### src/hw/mips_defs.svh
`ifndef MIPS_DEFS_SVH
`define MIPS_DEFS_SVH

// data path word width.
`define MIPS_WORD_W 32

// shift amount field width.
`define MIPS_SHAMT_W 5

// restoring divider iterations, one quotient bit per cycle.
`define MDU_DIV_STEPS 32

`endif

### src/hw/mips_pkg.sv
`include "mips_defs.svh"

package mips_pkg;

    typedef logic [`MIPS_WORD_W-1:0] word_t;

    typedef enum logic [5:0] {
        ADD, ADDU, SUB, SUBU,
        AND, OR, XOR, NOR,
        SLT, SLTU,
        SLL, SRL, SRA,
        LUI, ADDI, ADDIU,
        BEQ, BNE, BLEZ, BGTZ, BLTZ, BGEZ,
        JAL,
        MULT, MULTU, DIV, DIVU,
        MFLO,
        NOP
    } decoded_op_t;

    // add/sub come in trapping and non-trapping flavours.
    typedef enum logic [3:0] {
        ALU_ADD, ALU_ADD_NOCHECK, ALU_SUB, ALU_SUB_NOCHECK,
        ALU_AND, ALU_OR, ALU_XOR, ALU_NOR,
        ALU_SLT, ALU_SLTU,
        ALU_SLL, ALU_SRL, ALU_SRA,
        ALU_LUI, ALU_PASS_A
    } alufunc_t;

    typedef enum logic {
        REGB,
        IMM
    } alusrc_t;

    typedef enum logic [2:0] {
        BR_NONE, BR_EQ, BR_NE, BR_LEZ, BR_GTZ, BR_LTZ, BR_GEZ
    } branch_type_t;

    typedef struct packed {
        alufunc_t     alufunc;
        alusrc_t      alusrc;
        logic         shamt_valid;   // operand a comes from shamt.
        branch_type_t branch_type;
        logic         is_link;       // writes pc+8.
        logic         mul_div_r;     // reads lo.
    } control_t;

    typedef struct packed {
        decoded_op_t               op;
        control_t                  ctl;
        logic [`MIPS_SHAMT_W-1:0]  shamt;
        word_t                     extended_imm;
    } decoded_instr_t;

    typedef struct packed {
        decoded_instr_t instr;
        word_t          pcplus4;
        word_t          srca;
        word_t          srcb;
        logic [4:0]     destreg;
    } issue_data_t;

    typedef struct packed {
        decoded_instr_t instr;
        word_t          pcplus4;
        word_t          srca;
        word_t          srcb;
        logic [4:0]     destreg;
        word_t          result;
        word_t          hiresult;
        word_t          loresult;
        logic           taken;
        logic           exception_of;
    } exec_data_t;

endpackage

### src/hw/alu.sv
`timescale 1ns/10ps
`include "mips_defs.svh"

module alu (
    input  mips_pkg::word_t    a,
    input  mips_pkg::word_t    b,
    input  mips_pkg::alufunc_t func,
    output mips_pkg::word_t    y,
    output logic               overflow
);

    import mips_pkg::*;

    localparam int MSB  = `MIPS_WORD_W - 1;
    localparam int HALF = `MIPS_WORD_W / 2;

    word_t                    sum;
    word_t                    diff;
    logic [`MIPS_SHAMT_W-1:0] sa;

    assign sum  = a + b;
    assign diff = a - b;
    assign sa   = a[`MIPS_SHAMT_W-1:0];   // shift count from operand a.

    always_comb begin
        y        = '0;
        overflow = 1'b0;
        case (func)
            ALU_ADD: begin
                y        = sum;
                overflow = (a[MSB] == b[MSB]) && (sum[MSB] != a[MSB]);   // like signs in.
            end
            ALU_SUB: begin
                y        = diff;
                overflow = (a[MSB] != b[MSB]) && (diff[MSB] != a[MSB]);  // unlike signs in.
            end
            ALU_ADD_NOCHECK: y = sum;
            ALU_SUB_NOCHECK: y = diff;
            ALU_AND:         y = a & b;
            ALU_OR:          y = a | b;
            ALU_XOR:         y = a ^ b;
            ALU_NOR:         y = ~(a | b);
            ALU_SLT:         y = word_t'($signed(a) < $signed(b));
            ALU_SLTU:        y = word_t'(a < b);
            ALU_SLL:         y = b << sa;
            ALU_SRL:         y = b >> sa;
            ALU_SRA:         y = word_t'($signed(b) >>> sa);
            ALU_LUI:         y = {b[HALF-1:0], {HALF{1'b0}}};
            ALU_PASS_A:      y = a;
            default:         y = '0;
        endcase
    end

endmodule

### src/hw/branch_judge.sv
`timescale 1ns/10ps
`include "mips_defs.svh"

module branch_judge (
    input  mips_pkg::word_t        a,
    input  mips_pkg::word_t        b,
    input  mips_pkg::branch_type_t branch_type,
    output logic                   taken
);

    import mips_pkg::*;

    logic a_neg;
    logic a_zero;

    assign a_neg  = a[`MIPS_WORD_W-1];
    assign a_zero = (a == '0);

    always_comb begin
        case (branch_type)
            BR_EQ:   taken = (a == b);
            BR_NE:   taken = (a != b);
            BR_LEZ:  taken = a_neg | a_zero;
            BR_GTZ:  taken = ~a_neg & ~a_zero;
            BR_LTZ:  taken = a_neg;
            BR_GEZ:  taken = ~a_neg;
            default: taken = 1'b0;   // not a branch.
        endcase
    end

endmodule

### src/hw/fu.sv
`timescale 1ns/10ps
`include "mips_defs.svh"

module fu (
    input  logic                  first_cycle,
    input  mips_pkg::issue_data_t in,
    output mips_pkg::exec_data_t  out,
    output logic                  finish,
    output mips_pkg::word_t       mult_src_a,
    output mips_pkg::word_t       mult_src_b,
    output mips_pkg::decoded_op_t mult_op,
    output logic                  mult_en,
    input  mips_pkg::word_t       hi,
    input  mips_pkg::word_t       lo,
    input  logic                  mult_ok
);

    import mips_pkg::*;

    decoded_op_t op;
    control_t    ctl;
    word_t       src_a, src_b, alu_y, pcplus8;
    logic        alu_of, taken, is_mul, is_div;

    assign op     = in.instr.op;
    assign ctl    = in.instr.ctl;
    assign is_mul = (op == MULT) || (op == MULTU);
    assign is_div = (op == DIV) || (op == DIVU);

    assign src_a = ctl.shamt_valid ?
                   {{(`MIPS_WORD_W - `MIPS_SHAMT_W){1'b0}}, in.instr.shamt} : in.srca;
    assign src_b = (ctl.alusrc == REGB) ? in.srcb : in.instr.extended_imm;

    alu alu0 (
        .a        (src_a),
        .b        (src_b),
        .func     (ctl.alufunc),
        .y        (alu_y),
        .overflow (alu_of)
    );

    branch_judge judge0 (
        .a           (src_a),
        .b           (src_b),
        .branch_type (ctl.branch_type),
        .taken       (taken)
    );

    assign mult_src_a = src_a;
    assign mult_src_b = src_b;
    assign mult_op    = op;
    assign mult_en    = is_mul | is_div;   // level for as long as the op is held.

    // mul/div waits for the unit; first cycle never counts.
    assign finish  = ~mult_en | (mult_ok & ~first_cycle);
    assign pcplus8 = in.pcplus4 + word_t'(4);

    always_comb begin
        out.instr        = in.instr;
        out.pcplus4      = in.pcplus4;
        out.srca         = in.srca;
        out.srcb         = in.srcb;
        out.destreg      = in.destreg;
        out.taken        = taken;
        out.result       = ctl.is_link ? pcplus8 : (ctl.mul_div_r ? lo : alu_y);
        out.hiresult     = mult_en ? hi : alu_y;
        out.loresult     = mult_en ? lo : alu_y;
        out.exception_of = mult_en ? 1'b0 : alu_of;
    end

endmodule

### config.mk
export PLATFORM = sky130hd
export DESIGN_NAME = fu
export DESIGN_NICKNAME = d
export VERILOG_FILES = /design/src/hw/mips_pkg.sv /design/src/hw/alu.sv /design/src/hw/branch_judge.sv /design/src/hw/fu.sv
export VERILOG_INCLUDE_DIRS = /design/src /design/src/hw
export SDC_FILE = /design/constraint.sdc
export NUM_CORES = 1
export LEC_CHECK = 0
export BUFFER_PORTS_ARGS = -buffer_cell sky130_fd_sc_hd__buf_2
export CAP_MARGIN = 20
export CELL_PAD_IN_SITES_DETAIL_PLACEMENT = 1
export CELL_PAD_IN_SITES_GLOBAL_PLACEMENT = 1
export CORE_MARGIN = 8
export CORE_UTILIZATION = 30
export DETAILED_ROUTE_END_ITERATION = 10
export PLACE_DENSITY = 0.81
export SYNTH_ARGS = -nofsm -noshare
export SYNTH_HDL_FRONTEND = slang
export SYNTH_HIERARCHICAL = 1
export SYNTH_SLANG_ARGS = --single-unit
export TNS_END_PERCENT = 20
### constraint.sdc
create_clock -name vclk -period 8.4
set_input_delay 2.1 -clock vclk [all_inputs]
set_output_delay 2.1 -clock vclk [all_outputs]
set_load 0.005 [all_outputs]
# Yosys cells after proc, flatten, opt, wreduce, memory -nomap -nowiden
# Cells that the tools add are included.
# word_totals
input_bits	221
reg_bits	0
out_inout_bits	325
word_cells	69
# op_classes
eq_ne	30
n_addsub	3
reduce_logical	8
n_mux	10
bitwise_logic	13
n_lt_le_gt_ge	2
n_shift	3
# op_table
cell	n
$pmux 32 s13	1
$mux 32	6
$lt 32x32->1	2
$add 32x3->32 const B	1
$add 32x32->32	1
$and 32x32->32	1
$eq 32x32->1	1
$logic_not 32->1	1
$ne 32x32->1	1
$not 32->32	1
$or 32x32->32	1
$shl 32x5->32	1
$shr 32x5->32	1
$sshr 32x5->32	1
$sub 32x32->32	1
$xor 32x32->32	1
$eq 4x4->1 const B	7
$eq 6x5->1 const B	4
$eq 4x3->1 const B	4
$eq 3x3->1 const B	3
$eq 4x2->1 const B	2
$eq 3x2->1 const B	2
$pmux 1 s6	1
$eq 4x1->1 const B	1
12 further kinds	23

# Depth between registers and ports, before layout
# logic_depth
word_depth	6
ltp_mapped	20
mapped_depth_nobuf	16

# Modules after synthesis
# Netlist, hierarchy kept.
# modules_own_cells
mod	n_inst	seq_area_each_um2	cells_per_inst	area_each_um2
alu	1	0.0	1368	8892.3
fu	1	0.0	515	3918.8
branch_judge	1	0.0	61	484.2

# Worst setup path after synthesis
# OpenSTA, ideal clock, no wires.
# synth_timing
kind	input to output
startpoint	input in[143] (netlist bit)
endpoint	output out[94] (netlist bit)
setup_slack_ns	-0.523
required_time_ns	6.300
path_buffers	5
arrival_time_ns	6.823
path_stages	20
cell_sequence	clkbuf_1 -> mux2_2 -> inv_2 -> buf_1 -> clkbuf_1 -> clkbuf_1 -> ha_1 -> buf_6 -> a211o_1 -> a211oi_2 -> o21ai_2 -> a2111oi_4 -> nor3_2 -> or2_4 -> o41ai_4 -> mux2_4 -> o22ai_2 -> nor2b_1 -> a211oi_1 -> a31oi_1
# synth_lines
item	line_no	source
from (decl)	fu.sv:6	input mips_pkg::issue_data_t in,
to (decl)	fu.sv:7	output mips_pkg::exec_data_t out,

==> impl_metrics.yaml <==
synthesis:
  synth-adder-area-share_pct: 9.43
  netlist_area_um2: 13300
  synth_area_leaders: "mux2_2 11%, buf_4 9.5%, ha_1 9.1%"
  ys_types: 95
  synth_xor_area_share_pct: 4.54
  yosys.area_share.simple_pct: 21.1
  synth_top_family_by_area: "compound AO/OA/AOI/OAI gates"
  syn-num-nets: 2264
  yosys_warnings: 6
  avgSynthCellArea_um2: 6.84
  synth_common_cells: "169 x buf_4, 165 x nor2_1, 153 x a21oi_1"
  synthMuxAreaShare_pct: 17.8
  synth_compound_area_share_pct: 30.0
  synth_area_leader_cell: "mux2_2"
  syn_inst: 1944
  netlist.area_leader.share_pct: 10.6
  ys_seq_area_share_pct: 0
  synth_most_common_cell: "buf_4"
timing:
  fin_hold_ws_ps: 4200
  worst_pin_slew_ps: 964
  fmax_mhz: 120
  period_share_pct: 99.0
  max-slew-margin-rel_pct: 35.8
  tns_ps: 0
  finalHoldViolations: 0
  finalSetupViolCount: 0
  drv_slew: 0
  rsz0062_at_grt: "yes"
  post-route-min-period_ps: 8320
setup_path:
  crit_path_max_fanout: 6
  worstPathArrival_ps: 6220
  slowest_delay_ps: 420
  crit_type: "input pin to output pin"
  endpoint: "out[85]"
  start_kind: "input pin"
  path_cells: "buf_2 -> buf_4 -> buf_4 -> mux2_2 -> inv_1 -> ha_1 -> buf_4 -> nand2_1 -> a211oi_1 -> a21oi_1 -> buf_4 -> a21oi_2 -> buf_4 -> a21oi_1 -> buf_4 -> or2_2 -> o211ai_1 -> xnor2_1 -> a221o_1 -> nor2b_1 -> a211oi_1 -> a31oi_1 -> buf_2"
  required_ps: 6300
  critPathLaunch: "in[144]"
  slowest_stage: "ha_1"
  crit_top_cell: "buf_4"
  worst_setup_path_end_kind: "output pin"
cells_and_area:
  diodes: 0
  syn_to_final_growth_pct: 26.7
  design_area_um2: 16800
  nets: 2727
  clock_buffers: 0
  drive_gt1_share_pct: 40.4
  design.seq.count: 0
  stdcell_count: 2997
  seq_area_um2: 0
  nFillCells: 5756
die:
  ios: 546
  fp.dieW_um: 227
  dieArea_um2: 51300
  start_util_pct: 30.2
  rows: 77
  coreArea_um2: 44000
  die_h_um: 227
global_route:
  antenna_found_initial: 5
  gr-usage-all-layers_pct: 34.0
  grt_overflow: 0
  grt_max_degree: 71
  grt_pass1_vias: 18300
  grt_pass1_wl_mm: 131
routing:
  vias: 18200
  ant_nets: 0
  wirelength_mm: 93.3
  drt-initial-drc-count: 1915
  vias_per_cell: 6.08
  firstDrtPassIters: 8
  routedWlPerCell_um: 31.1
  drc: 0
power:
  comb_power_share_pct: 100.0
  power_frac_seq_pct: 0
  power.density_nw_per_um2: 94.7
  intPower_w: 0.000633
  ir_worst_vdd_uv: 33.2
  netSwitchingFraction_pct: 60.3
  cellLeakagePower_nw: 8.03
  power_switching_w: 0.000962
  clockPowerShare_pct: 0
placed_design:
  portBuffers: 536
  gp_congestion: 1.03
  postPlaceCellArea_um2: 16700
  hpwl_mm: 77.9
  dp.cells: 2995
hold_path:
  hp-class: "input pin to output pin"
status:
  outcome: "finished clean"
run:
  cap_violations: 0
critical path: cells and delay by family:
family | cells | cell delay [ps]
buffers and inverters | 9 | 1410
multiplexers | 1 | 270
XOR/XNOR | 1 | 170
adder cells (fa/ha/maj) | 1 | 420
AO/OA/AOI/OAI | 8 | 1330
AND/OR/NAND/NOR | 3 | 500
area by class of cell:
type / instances / area [um2] / area share [%]
Tap cell: 592 / 741 / 4.40
Timing Repair Buffer: 773 / 4530 / 26.9
Inverter: 104 / 390 / 2.32
Multi-Input combinational cell: 1528 / 11200 / 66.4
per-layer routing:
metal	share of wire (%)	up-vias	GRT usage (%)
li1	-	7884	-
met1	39	9044	41.9
met2	47	1032	56.8
met3	9.0	262	5.96
met4	5.4	4	16.0
met5	0.026	-	0
per-stage QoR:
step / power [W] / util, % / setup slack, ps
floorplan: 0.000811 / - / 52.3
global placement: 0.00152 / 37.9 / 6.47
detailed placement: 0.00153 / 37.9 / -17.8
CTS: 0.00154 / 37.9 / 16.6
global route: 0.00167 / 38.3 / -63.7
finish: 0.00160 / 38.3 / 83.0
cells in the final DEF (no fill, tap or decap), drive strengths merged, types with 11 or more instances in the layout:
master,count
o211ai,26
nand4,28
xnor2,26
ha,97
a31oi,28
inv,103
nand3,24
xor2,42
a211oi,58
mux4,15
o31ai,17
o221ai,15
or4,13
buf,773
nand2b,15
nor2b,60
a21oi,153
or2,13
a211o,12
or3,16
a22oi,26
mux2,127
a21o,22
o22ai,12
a222oi,11
mux2i,60
o21ai,115
a221oi,14
nand2,133
nor4,29
nor3,36
nor2,165
cells by family after synthesis:
family                   Yosys count
AO/OA/AOI/OAI                    593
AND/OR/NAND/NOR                  566
buffers and inverters            416
multiplexers                     202
adder cells (fa/ha/maj)           99
XOR/XNOR                          68
power by group through the flow:
stage / logic, W / registers (W) / clock network, W
3_3_place_gp: 0.00152 / 0 / 0
2_1_floorplan: 0.000811 / 0 / 0
3_5_place_dp: 0.00153 / 0 / 0
6_report: 0.00160 / 0 / 0
4_1_cts: 0.00154 / 0 / 0
5_1_grt: 0.00167 / 0 / 0
worst min path at each step:
| stage | start | end | slack [ps] | depth (start not counted) |
|---|---|---|---|---|
| final | in[2] | out[100] | 4200 | 0 |
| after global routing | in[2] | out[100] | 4200 | 0 |
| after CTS | in[3] | out[101] | 4200 | 0 |
| after detailed placement | in[3] | out[101] | 4200 | 0 |
| after global placement | in[3] | out[101] | 4200 | 0 |
| after floorplan | in[71] | out[68] | 4260 | 1 |
what timing repair did:
item | 4_1_cts | 5_1_grt
pin swaps | 2 | 11
hold buffers | 0 | 0
buffers inserted | 0 | 2
gates resized for setup | 1 | 28
cloned | 0 | 0
setup endpoints to repair | 3 | 28
Note: power is estimated with default switching activity, not from simulation.
